<file path="config.mk">
export PLATFORM = sky130hd
export DESIGN_NAME = huff_encoder_top
export DESIGN_NICKNAME = d
export VERILOG_FILES = /design/src/huff_pkg.sv /design/src/huff_leaf_sorter.sv /design/src/huff_tree_merger.sv /design/src/huff_code_serializer.sv /design/src/huff_encoder_top.sv
export VERILOG_INCLUDE_DIRS = /design/src /design/src/src
export SDC_FILE = /design/constraint.sdc
export NUM_CORES = 1
export LEC_CHECK = 0
export BUFFER_PORTS_ARGS = -buffer_cell sky130_fd_sc_hd__buf_2
export CORE_ASPECT_RATIO = 0.75
export CORE_MARGIN = 1.5
export CORE_UTILIZATION = 64
export DETAILED_ROUTE_END_ITERATION = 10
export PLACE_DENSITY = 0.84
export SYNTH_ARGS = -nofsm -noshare
export SYNTH_HDL_FRONTEND = slang
export SYNTH_HIERARCHICAL = 1
export SYNTH_SLANG_ARGS = --single-unit
</file>
<file path="constraint.sdc">
create_clock -name clk -period 7 [get_ports clk]
set_input_delay 0.35 -clock clk [delete_from_list [all_inputs] [get_ports clk]]
set_output_delay 0.35 -clock clk [all_outputs]
set_load 0.01 [all_outputs]
</file>
<file path="src/huff_consts.svh">
// sizing macros for the Huffman encoder, included by the package and the RTL stages
`ifndef HUFF_CONSTS_SVH
`define HUFF_CONSTS_SVH

// symbols per frame and input weight width
`define HUFF_NUM_SYMBOLS 8
`define HUFF_IN_WEIGHT_W 3

// node fields, all-ones weight marks an empty slot
`define HUFF_NODE_WEIGHT_W 6
`define HUFF_NODE_ID_W 4

// code table
`define HUFF_CODE_W 7
`define HUFF_LEN_W 3

// output side
`define HUFF_OUT_SYMBOLS 5
`define HUFF_CODE_SLOTS 2

`endif

</file>
<file path="src/huff_pkg.sv">
// node, code and frame types shared by the three encoder stages, imported by each module
`include "huff_consts.svh"

package huff_pkg;

    // ids 0-7 leaves, 8-14 merged nodes, 15 empty
    typedef struct packed {
        logic [`HUFF_NODE_ID_W-1:0]     id;
        logic [`HUFF_NODE_WEIGHT_W-1:0] weight;
        logic [`HUFF_NUM_SYMBOLS-1:0]   mask;
    } huff_node_t;

    typedef huff_node_t [`HUFF_NUM_SYMBOLS-1:0] node_list_t;

    typedef struct packed {
        logic       mode;
        node_list_t nodes;
    } sorted_frame_t;

    // code bit 0 is the bit nearest the root
    typedef struct packed {
        logic [`HUFF_CODE_W-1:0] code;
        logic [`HUFF_LEN_W-1:0]  len;
    } code_entry_t;

    typedef struct packed {
        logic                                mode;
        code_entry_t [`HUFF_NUM_SYMBOLS-1:0] entries;
    } code_frame_t;

    localparam huff_node_t EMPTY_NODE = '{id: '1, weight: '1, mask: '0};

    // insert ahead of all equal weights, last slot falls off the end
    function automatic node_list_t insert_node(node_list_t list, huff_node_t node);
        node_list_t                   res;
        logic [`HUFF_NUM_SYMBOLS-1:0] lt;
        for (int i = 0; i < `HUFF_NUM_SYMBOLS; i++) begin
            lt[i] = list[i].weight < node.weight;
        end
        res[0] = lt[0] ? list[0] : node;
        for (int i = 1; i < `HUFF_NUM_SYMBOLS; i++) begin
            res[i] = lt[i] ? list[i] : (lt[i-1] ? node : list[i-1]);
        end
        return res;
    endfunction

endpackage

</file>
<file path="src/huff_leaf_sorter.sv">
// stage 1 of the encoder, takes eight weights per frame and hands over a sorted leaf list
`timescale 1ns/100ps
`include "huff_consts.svh"

module huff_leaf_sorter
    import huff_pkg::*;
(
    input  logic                         clk,
    input  logic                         rst_n,
    input  logic                         in_valid,
    input  logic [`HUFF_IN_WEIGHT_W-1:0] in_weight,
    input  logic                         out_mode,
    input  logic                         sort_credit,
    output logic                         in_ready,
    output logic                         sort_valid,
    output sorted_frame_t                sort_frame
);

    localparam int SYM_W  = $clog2(`HUFF_NUM_SYMBOLS);
    localparam int ID_W   = `HUFF_NODE_ID_W;
    localparam int NODE_W = `HUFF_NODE_WEIGHT_W;
    localparam logic [SYM_W-1:0] FIRST_SYM = SYM_W'(`HUFF_NUM_SYMBOLS - 1);

    logic [SYM_W-1:0] sym_id;
    logic             frame_full;
    logic             credit;
    logic             accept;
    logic             mode_q;
    node_list_t       leaves;
    node_list_t       base_list;
    huff_node_t       new_leaf;

    assign accept     = in_valid & in_ready;
    assign in_ready   = ~frame_full;
    assign sort_valid = frame_full & credit;

    // ============================================================
    // leaf build and insertion
    // ============================================================

    always_comb begin
        // first beat of a frame starts from an empty list
        base_list = (sym_id == FIRST_SYM) ? {`HUFF_NUM_SYMBOLS{EMPTY_NODE}} : leaves;
        new_leaf.id     = ID_W'(sym_id);
        new_leaf.weight = NODE_W'(in_weight);
        new_leaf.mask   = '0;
        new_leaf.mask[sym_id] = 1'b1;
    end

    always_ff @(posedge clk) begin
        if (accept) begin
            leaves <= insert_node(base_list, new_leaf);
            if (sym_id == FIRST_SYM) begin
                mode_q <= out_mode;
            end
        end
    end

    assign sort_frame.mode  = mode_q;
    assign sort_frame.nodes = leaves;

    // ============================================================
    // beat count and handover credit
    // ============================================================

    always_ff @(posedge clk or negedge rst_n) begin
        if (!rst_n) begin
            sym_id     <= FIRST_SYM;
            frame_full <= 1'b0;
            credit     <= 1'b1;
        end else begin
            // symbols arrive 7 down to 0, wraps for the next frame
            if (accept) begin
                sym_id <= sym_id - 1'b1;
            end
            if (accept && sym_id == '0) begin
                frame_full <= 1'b1;
            end else if (sort_valid) begin
                frame_full <= 1'b0;
            end
            credit <= (credit & ~sort_valid) | sort_credit;
        end
    end

endmodule

</file>
<file path="src/huff_tree_merger.sv">
// stage 2 of the encoder, merges the two lightest nodes per cycle and grows each symbol code
`timescale 1ns/100ps
`include "huff_consts.svh"

module huff_tree_merger
    import huff_pkg::*;
(
    input  logic          clk,
    input  logic          rst_n,
    input  logic          sort_valid,
    input  sorted_frame_t sort_frame,
    input  logic          code_credit,
    output logic          sort_credit,
    output logic          code_valid,
    output code_frame_t   code_frame
);

    localparam int ID_W  = `HUFF_NODE_ID_W;
    localparam int CNT_W = $clog2(`HUFF_NUM_SYMBOLS - 1);
    localparam int CRD_W = $clog2(`HUFF_CODE_SLOTS + 1);
    localparam logic [CNT_W-1:0] LAST_MERGE = CNT_W'(`HUFF_NUM_SYMBOLS - 2);

    node_list_t                          nodes;
    node_list_t                          rest;
    huff_node_t                          node_a;
    huff_node_t                          node_b;
    huff_node_t                          merged;
    code_entry_t [`HUFF_NUM_SYMBOLS-1:0] codes;
    code_entry_t [`HUFF_NUM_SYMBOLS-1:0] codes_next;
    code_frame_t                         out_frame;
    logic [CNT_W-1:0]                    merge_cnt;
    logic [CRD_W-1:0]                    credit_cnt;
    logic                                busy;
    logic                                pending;
    logic                                mode_q;
    logic                                out_free;
    logic                                last_step;
    logic                                step;

    // ============================================================
    // one merge step
    // ============================================================

    always_comb begin
        node_a = nodes[0];
        node_b = nodes[1];

        merged.id     = ID_W'(`HUFF_NUM_SYMBOLS) + ID_W'(merge_cnt);
        merged.weight = node_a.weight + node_b.weight;
        merged.mask   = node_a.mask | node_b.mask;

        // drop the two lowest, pad the tail with empties
        for (int i = 0; i < `HUFF_NUM_SYMBOLS - 2; i++) begin
            rest[i] = nodes[i+2];
        end
        rest[`HUFF_NUM_SYMBOLS-2] = EMPTY_NODE;
        rest[`HUFF_NUM_SYMBOLS-1] = EMPTY_NODE;

        // position 0 is the right branch and gets a 1, new bit goes at the root end
        for (int i = 0; i < `HUFF_NUM_SYMBOLS; i++) begin
            codes_next[i] = codes[i];
            if (node_a.mask[i] | node_b.mask[i]) begin
                codes_next[i].code = {codes[i].code[`HUFF_CODE_W-2:0], node_a.mask[i]};
                codes_next[i].len  = codes[i].len + 1'b1;
            end
        end
    end

    // ============================================================
    // flow control
    // ============================================================

    // the last merge needs room in the output register
    assign out_free    = ~pending | code_valid;
    assign last_step   = merge_cnt == LAST_MERGE;
    assign step        = busy & (~last_step | out_free);
    assign sort_credit = step & last_step;
    assign code_valid  = pending & (credit_cnt != '0);
    assign code_frame  = out_frame;

    always_ff @(posedge clk or negedge rst_n) begin
        if (!rst_n) begin
            busy       <= 1'b0;
            pending    <= 1'b0;
            merge_cnt  <= '0;
            credit_cnt <= CRD_W'(`HUFF_CODE_SLOTS);
        end else begin
            if (sort_valid) begin
                busy      <= 1'b1;
                merge_cnt <= '0;
            end else if (step) begin
                merge_cnt <= merge_cnt + 1'b1;
                if (last_step) begin
                    busy <= 1'b0;
                end
            end
            if (sort_credit) begin
                pending <= 1'b1;
            end else if (code_valid) begin
                pending <= 1'b0;
            end
            credit_cnt <= credit_cnt + CRD_W'(code_credit) - CRD_W'(code_valid);
        end
    end

    // ============================================================
    // working list, codes and finished table
    // ============================================================

    always_ff @(posedge clk) begin
        if (sort_valid) begin
            nodes  <= sort_frame.nodes;
            mode_q <= sort_frame.mode;
            codes  <= '0;
        end else if (step) begin
            nodes <= insert_node(rest, merged);
            codes <= codes_next;
        end
        if (sort_credit) begin
            out_frame.mode    <= mode_q;
            out_frame.entries <= codes_next;
        end
    end

endmodule

</file>
<file path="src/huff_code_serializer.sv">
// stage 3 of the encoder, buffers finished code tables and shifts out five codes per frame
`timescale 1ns/100ps
`include "huff_consts.svh"

module huff_code_serializer
    import huff_pkg::*;
(
    input  logic        clk,
    input  logic        rst_n,
    input  logic        code_valid,
    input  code_frame_t code_frame,
    output logic        code_credit,
    output logic        out_valid,
    output logic        out_code
);

    localparam int SYM_W = $clog2(`HUFF_NUM_SYMBOLS);
    localparam int POS_W = $clog2(`HUFF_OUT_SYMBOLS);
    localparam int PTR_W = $clog2(`HUFF_CODE_SLOTS);
    localparam int CNT_W = $clog2(`HUFF_CODE_SLOTS + 1);
    localparam logic [POS_W-1:0] LAST_POS = POS_W'(`HUFF_OUT_SYMBOLS - 1);

    // emission order per mode
    localparam logic [SYM_W-1:0] ORDER_M0 [`HUFF_OUT_SYMBOLS] = '{3'd3, 3'd2, 3'd1, 3'd0, 3'd4};
    localparam logic [SYM_W-1:0] ORDER_M1 [`HUFF_OUT_SYMBOLS] = '{3'd3, 3'd5, 3'd2, 3'd7, 3'd6};

    code_frame_t             slots [`HUFF_CODE_SLOTS];
    code_frame_t             cur_frame;
    code_entry_t             cur_entry;
    logic [SYM_W-1:0]        cur_sym;
    logic [PTR_W-1:0]        wr_ptr;
    logic [PTR_W-1:0]        rd_ptr;
    logic [CNT_W-1:0]        fill_cnt;
    logic [POS_W-1:0]        sym_pos;
    logic [`HUFF_LEN_W-1:0]  bit_pos;
    logic                    active;
    logic                    last_bit;
    logic                    last_sym;
    logic                    frame_done;
    logic                    done_q;

    always_ff @(posedge clk) begin
        if (code_valid) begin
            slots[wr_ptr] <= code_frame;
        end
    end

    // ============================================================
    // current bit select
    // ============================================================

    always_comb begin
        cur_frame = slots[rd_ptr];
        cur_sym   = cur_frame.mode ? ORDER_M1[sym_pos] : ORDER_M0[sym_pos];
        cur_entry = cur_frame.entries[cur_sym];
    end

    assign active     = fill_cnt != '0;
    assign last_bit   = bit_pos == cur_entry.len - 1'b1;
    assign last_sym   = sym_pos == LAST_POS;
    assign frame_done = active & last_bit & last_sym;

    // ============================================================
    // pointers, position counters and output
    // ============================================================

    always_ff @(posedge clk or negedge rst_n) begin
        if (!rst_n) begin
            wr_ptr      <= '0;
            rd_ptr      <= '0;
            fill_cnt    <= '0;
            sym_pos     <= '0;
            bit_pos     <= '0;
            out_valid   <= 1'b0;
            out_code    <= 1'b0;
            done_q      <= 1'b0;
            code_credit <= 1'b0;
        end else begin
            if (code_valid) begin
                wr_ptr <= wr_ptr + 1'b1;
            end
            if (frame_done) begin
                rd_ptr <= rd_ptr + 1'b1;
            end
            fill_cnt <= fill_cnt + CNT_W'(code_valid) - CNT_W'(frame_done);

            if (active) begin
                if (last_bit) begin
                    bit_pos <= '0;
                    sym_pos <= last_sym ? '0 : sym_pos + 1'b1;
                end else begin
                    bit_pos <= bit_pos + 1'b1;
                end
            end

            out_valid <= active;
            out_code  <= active & cur_entry.code[bit_pos];

            // slot is returned once its last bit is on the pin
            done_q      <= frame_done;
            code_credit <= done_q;
        end
    end

endmodule

</file>
<file path="src/huff_encoder_top.sv">
// top level of the Huffman encoder, chains sorter, merger and serializer over credit links
`timescale 1ns/100ps
`include "huff_consts.svh"

module huff_encoder_top
    import huff_pkg::*;
(
    input  logic                         clk,
    input  logic                         rst_n,
    input  logic                         in_valid,
    input  logic [`HUFF_IN_WEIGHT_W-1:0] in_weight,
    input  logic                         out_mode,
    output logic                         in_ready,
    output logic                         out_valid,
    output logic                         out_code
);

    // link A, sorter to merger
    logic          sort_valid;
    sorted_frame_t sort_frame;
    logic          sort_credit;

    // link B, merger to serializer
    logic          code_valid;
    code_frame_t   code_frame;
    logic          code_credit;

    huff_leaf_sorter i_sorter (
        .clk        (clk),
        .rst_n      (rst_n),
        .in_valid   (in_valid),
        .in_weight  (in_weight),
        .out_mode   (out_mode),
        .sort_credit(sort_credit),
        .in_ready   (in_ready),
        .sort_valid (sort_valid),
        .sort_frame (sort_frame)
    );

    huff_tree_merger i_merger (
        .clk        (clk),
        .rst_n      (rst_n),
        .sort_valid (sort_valid),
        .sort_frame (sort_frame),
        .code_credit(code_credit),
        .sort_credit(sort_credit),
        .code_valid (code_valid),
        .code_frame (code_frame)
    );

    huff_code_serializer i_serializer (
        .clk        (clk),
        .rst_n      (rst_n),
        .code_valid (code_valid),
        .code_frame (code_frame),
        .code_credit(code_credit),
        .out_valid  (out_valid),
        .out_code   (out_code)
    );

endmodule

</file>
== Word-level counts from Yosys, hierarchy flattened ==
Memories as Yosys holds them, arrays and structs flattened.
Cells that the tools add are included.

* Bits in registers: 469
* Input bits: 7
* Bits in read-only memories: 48
* Bits in writable memories: 162
* Output and inout bits: 3
* Memories kept: 3

{| class="wikitable"
|+ Memory list
! name !! words !! bits a word !! read ports !! clocked after memory_dff !! write ports !! RTL line !! RTL
|-
| i_serializer.slots || 2 || 81 || 1 || 0 || 1 || huff_code_serializer.sv:27 || <nowiki>code_frame_t slots [`HUFF_CODE_SLOTS];</nowiki>
|-
| (no name shown) || 8 || 3 || 1 || 0 || 0 || huff_code_serializer.sv:54 || <nowiki>cur_sym = cur_frame.mode ? ORDER_M1[sym_pos] : ORDER_M0[sym_pos];</nowiki>
|-
| (no name shown) || 8 || 3 || 1 || 0 || 0 || huff_code_serializer.sv:54 ||
|}

* Reductions and logical operators: 13
* Bitwise operators: 26
* $lt $le $gt $ge: 20
* Add/sub/neg operators: 21
* Muxes and demuxes: 63
* Eq/ne operators: 5

{| class="wikitable"
|+ Operators by type and width
! cell !! number
|-
| 18-bit two-way mux || 27
|-
| 144-bit two-way mux || 3
|-
| 10-bit two-way mux || 9
|-
| 6-bit by 3-bit less-than comparator with 1-bit output || 8
|-
| 6-bit less-than comparator || 6
|-
| 3-bit by 1-bit adder with 3-bit output (second input constant) || 11
|-
| 10-bit binary-select mux with 3-bit select || 1
|-
| 3-bit two-way mux || 9
|-
| 17-bit two-way mux || 1
|-
| 3-bit by 4-bit less-than comparator with 1-bit output (second input constant) || 3
|-
| 2-bit nonzero test || 6
|-
| 1-bit two-way mux || 11
|-
| 1-bit OR || 11
|-
| 1-bit bitwise AND || 9
|-
| 3-bit equality test (second input constant) || 3
|-
| 8-bit OR || 1
|-
| 2-bit AND reduction || 4
|-
| 6-bit adder || 1
|-
| 6-bit less-than comparator (first input constant) || 1
|-
| 3-bit by 1-bit subtractor with 3-bit output (second input constant) || 2
|-
| 2-bit by 1-bit adder with 2-bit output || 2
|-
| 4-bit by 3-bit adder with 4-bit output (first input constant) || 1
|-
| 4-bit greater-or-equal comparator (second input constant) || 1
|-
| 1-bit NOT || 4
|-
| other kinds (10) || 13
|}

== Depth between registers and ports, before layout ==
* Depth in word-level cells: 12
* Gate-level depth with buffers: 21

== Cells and area by module ==
Netlist, hierarchy kept.

{| class="wikitable"
|+ Modules (own cells, without submodules)
! module !! sequential area each (um^2) !! times used !! cells each !! area an instance (um^2)
|-
| huff_tree_merger || 7603.5 || 1 || 1389 || 13963.4
|-
| huff_leaf_sorter || 4484.3 || 1 || 772 || 7871.3
|-
| huff_code_serializer || 5215.0 || 1 || 440 || 7303.3
|}

== Worst setup path after synthesis ==
Ideal clock, no wire load.

* Kind: register -> register
* From: reg i_merger.credit_cnt[1]
* To: mem i_serializer/slots[0][0] in the netlist's numbering, enable pin
* Path buffers: 0
* Slack: 2.005 ns
* Clock period less this slack: 4.995 ns
* Arrival time: 4.465 ns
* Library setup time: 0.531 ns
* Data required time: 6.469 ns
* Stages on the path, launching flop included: 4
* Cells stage by stage: dfstp_2 -> nor2_1 -> nor2b_1 -> nor2b_1

* Longest elaborated chain between the ends: 4

{| class="wikitable"
|+ Ends and longest elaborated chain
! what !! RTL line !! RTL
|-
| start, declared || huff_tree_merger.sv:32 || <nowiki>logic [CRD_W-1:0] credit_cnt;</nowiki>
|-
| start signal, assigned || huff_tree_merger.sv:86 || <nowiki>credit_cnt <= CRD_W'(`HUFF_CODE_SLOTS);</nowiki>
|-
| start signal, assigned || huff_tree_merger.sv:102 || <nowiki>credit_cnt <= credit_cnt + CRD_W'(code_credit) - CRD_W'(code_valid);</nowiki>
|-
| 2-bit nonzero test || huff_tree_merger.sv:78 || <nowiki>assign code_valid = pending & (credit_cnt != '0);</nowiki>
|-
| 1-bit bitwise AND || huff_tree_merger.sv:78 ||
|-
| named net code_valid || huff_encoder_top.sv:24 || <nowiki>logic code_valid;</nowiki>
|-
| 1-bit two-way mux || huff_code_serializer.sv:43 || <nowiki>if (code_valid) begin</nowiki>
|-
| 1-bit two-way mux (not written as such) || huff_code_serializer.sv:44 || <nowiki>slots[wr_ptr] <= code_frame;</nowiki>
|-
| end, declared || huff_code_serializer.sv:27 ||
|}

The timed path passes the listed nets, and every way through them passes these cells.

== Worst setup path after layout ==
* From: reg i_merger.nodes, in the netlist i_merger/node_b[12]
* To: reg i_merger/nodes[36] in the netlist's numbering (data pin)

* Longest elaborated chain between the ends: 6

{| class="wikitable"
|+ Ends and longest elaborated chain
! what !! RTL line !! RTL
|-
| start, declared || huff_tree_merger.sv:23 || <nowiki>node_list_t nodes;</nowiki>
|-
| start signal, assigned || huff_tree_merger.sv:112 || <nowiki>nodes <= sort_frame.nodes;</nowiki>
|-
| start signal, assigned || huff_tree_merger.sv:116 || <nowiki>nodes <= insert_node(rest, merged);</nowiki>
|-
| 6-bit adder * || huff_tree_merger.sv:49 || <nowiki>merged.weight = node_a.weight + node_b.weight;</nowiki>
|-
| 6-bit less-than comparator || huff_pkg.sv:38 || <nowiki>lt[i] = list[i].weight < node.weight;</nowiki>
|-
| 18-bit two-way mux || huff_pkg.sv:42 || <nowiki>res[i] = lt[i] ? list[i] : (lt[i-1] ? node : list[i-1]);</nowiki>
|-
| 18-bit two-way mux * || huff_pkg.sv:42 ||
|-
| 144-bit two-way mux * || huff_tree_merger.sv:115 || <nowiki>end else if (step) begin</nowiki>
|-
| 144-bit two-way mux * || huff_tree_merger.sv:111 || <nowiki>if (sort_valid) begin</nowiki>
|}

Every way passes the cells marked *; elsewhere a longest branch is shown, timed or not. The select of a mux whose other input is x is not followed.
A chain may end at the register's enable or synchronous reset.

==> results.yml <==
outcome:
  run_status: "completed"
synth:
  avgSynthCellArea_um2: 11.2
  syn_inst: 2468
  yosysWarnings: 6
  synth_area_um2: 27600
sta:
  final-setup-viol-count: 0
  setup_tns_ns: 0
  post-route-period-util: 0.711
  setup_ws_ns: 2.02
  fmax_mhz: 201
  rsz0062_at_grt: "no"
  skew_ns: 0.0290
  final-hold-violation-count: 0
  tightest_slew_ns: 1.38
  finalMaxSlewViolations: 0
  fin_crit_ns: 4.98
  relSlewSlack: 0.0753
  hold-worst-slack_ns: 0.234
die:
  die_area_um2: 44400
  fp.dieW_um: 243
  ioPinCount: 10
  rows: 65
  core_um2: 42300
  die_h_um: 183
  initial_core_util: 0.653
grt:
  grt_overflow: 0
  grt_pass1_vias: 19000
  gr-usage-all-layers: 0.316
  grt_max_degree: 209
  antenna_found_initial: 4
  grt_pass1_wl_um: 109000
critical_path:
  end_kind: "register"
  worstPathMaxFanout: 21
  criticalPathCategory: "reg2reg"
  cp_data_arrival_time_ns: 5.42
  cp-start-kind: "register"
  cp.required_ns: 7.44
finish:
  fill_cells: 2831
  multiInputGateArea_um2: 10400
  syn_to_final_growth_pct: 7.78
  final-seq-area_um2: 16300
  final_layout_size_suffix_gt1_frac: 0.0931
  nets: 2470
cts:
  clock_latency_ns: 0.61
  ctsLongestPathBuffers: 3
  root_buffer: "clkbuf_16"
  numCtsBuffers: 53
  tritoncts: "built"
  cts.clk_slew.worst_paths_ns: 0.06
  postCtsSetupBuffers: 0
  h-tree-depth: 2
  cts_resized: 0
  cts.sinks: 575
  cts_hold_buf: 2
power:
  power.density_nw_per_um2: 223
  ir_worst_vdd_mv: 0.214
  power.total_mw: 6.65
  leakage_nw: 11.2
place:
  gp_congestion: 0.954
  hpwl_um: 45900
  io_buffers: 9
  pre_cts_ws_ns: 2.35
drt:
  viasPerCell: 6.62
  drc: 0
  ant_nets: 0
  wl_per_cell_um: 23.3
  finalWirelength_um: 70000
  vias: 19900
  drtIter0Drc: 2868
  dr.pass1.iters: 6
worst_hold_path:
  hp-class: "in2reg"
run:
  maxCapViolations: 0
==> final timing paths <==
check,startpoint,cells after the start,slack [ns],end
max,i_merger/node_b[12]$_DFFE_PP_,13,2.02,i_merger/nodes[36]$_DFFE_PP_
min,in_weight[0],3,0.23,i_sorter/sort_frame[8]$_DFFE_PP_
max reg2reg,i_merger/node_b[12]$_DFFE_PP_,13,2.02,i_merger/nodes[36]$_DFFE_PP_
min reg2reg,i_serializer/done_q$_DFF_PN0_,0,0.35,i_serializer/code_credit$_DFF_PN0_
max in group asynchronous,rst_n,2,6.12,i_serializer/rd_ptr$_DFFE_PN0P_
min in group asynchronous,rst_n,2,0.35,i_sorter/frame_full$_DFFE_PN0P_
==> power breakdown <==
group / internal (mW) / total (mW) / switching [mW]
combinational: 0.0108 / 0.0363 / 0.0255
clock: 1.69 / 2.96 / 1.27
sequential: 3.65 / 3.65 / 0
total: 5.35 / 6.65 / 1.30
==> flip-flops by register name, summed over array words and instances (netlist names), 2 cells and up <==
name and count:
i_merger/credit_cnt 2, i_merger/codes 80, i_serializer/fill_cnt 2, i_serializer/sym_pos 3, i_merger/merge_cnt 3, i_merger/node_a 14
i_sorter/sort_frame 112, i_serializer/bit_pos 3, i_merger/code_frame 81, i_merger/nodes 84, i_serializer/slots 162, i_merger/node_b 14
i_sorter/sym_id 3
==> placed cells by master, fill, tap and decap left out, types with 52 or more instances in the layout <==
master and n:
nor2_1 147, a21oi_1 122, dfxtp_1 80, ha_1 68
clkbuf_16 54, o21ai_0 125, nand2_1 537, inv_1 57
mux2i_1 82, o211ai_1 52, nand3_1 71, edfxtp_1 469
==> layer usage <==
metal  track usage  wire length [um]  vias to the layer above
met5             0                 0                        -
met1         0.470             28300                     9582
li1              -                 -                     8822
met2         0.467             30500                     1375
met3        0.0751              9520                      133
met4        0.0880              1640                        0
==> final cells by class <==
type                            count  share of cell area
Multi-Input combinational cell   1661               0.349
Tap cell                          569              0.0239
Clock inverter                     20             0.00845
Inverter                           59             0.00756
Timing Repair Buffer               44              0.0109
Clock buffer                       80              0.0510
Antenna cell                        1           0.0000840
Sequential cell                   575               0.549
==> metrics by stage <==
step,instances,area [um^2],util
floorplan,2470,27600,-
global placement,2906,28000,0.662
detailed placement,2906,28000,0.662
CTS,3008,29800,0.704
global route,3008,29800,0.704
finish,3009,29800,0.704
==> critical path: stages (launching register included) <==
cell      delay (ns)
edfxtp_1        0.40
ha_1            0.58
o21a_1          0.18
nor2_1          0.05
xnor2_1         0.58
inv_1           0.32
ha_1            0.47
nand2_1         0.08
o31ai_1         0.32
a311oi_2        0.07
buf_4           0.26
nor2_1          1.06
o21ai_0         0.21
o21ai_0         0.25
(Power assumes the default switching activity.)
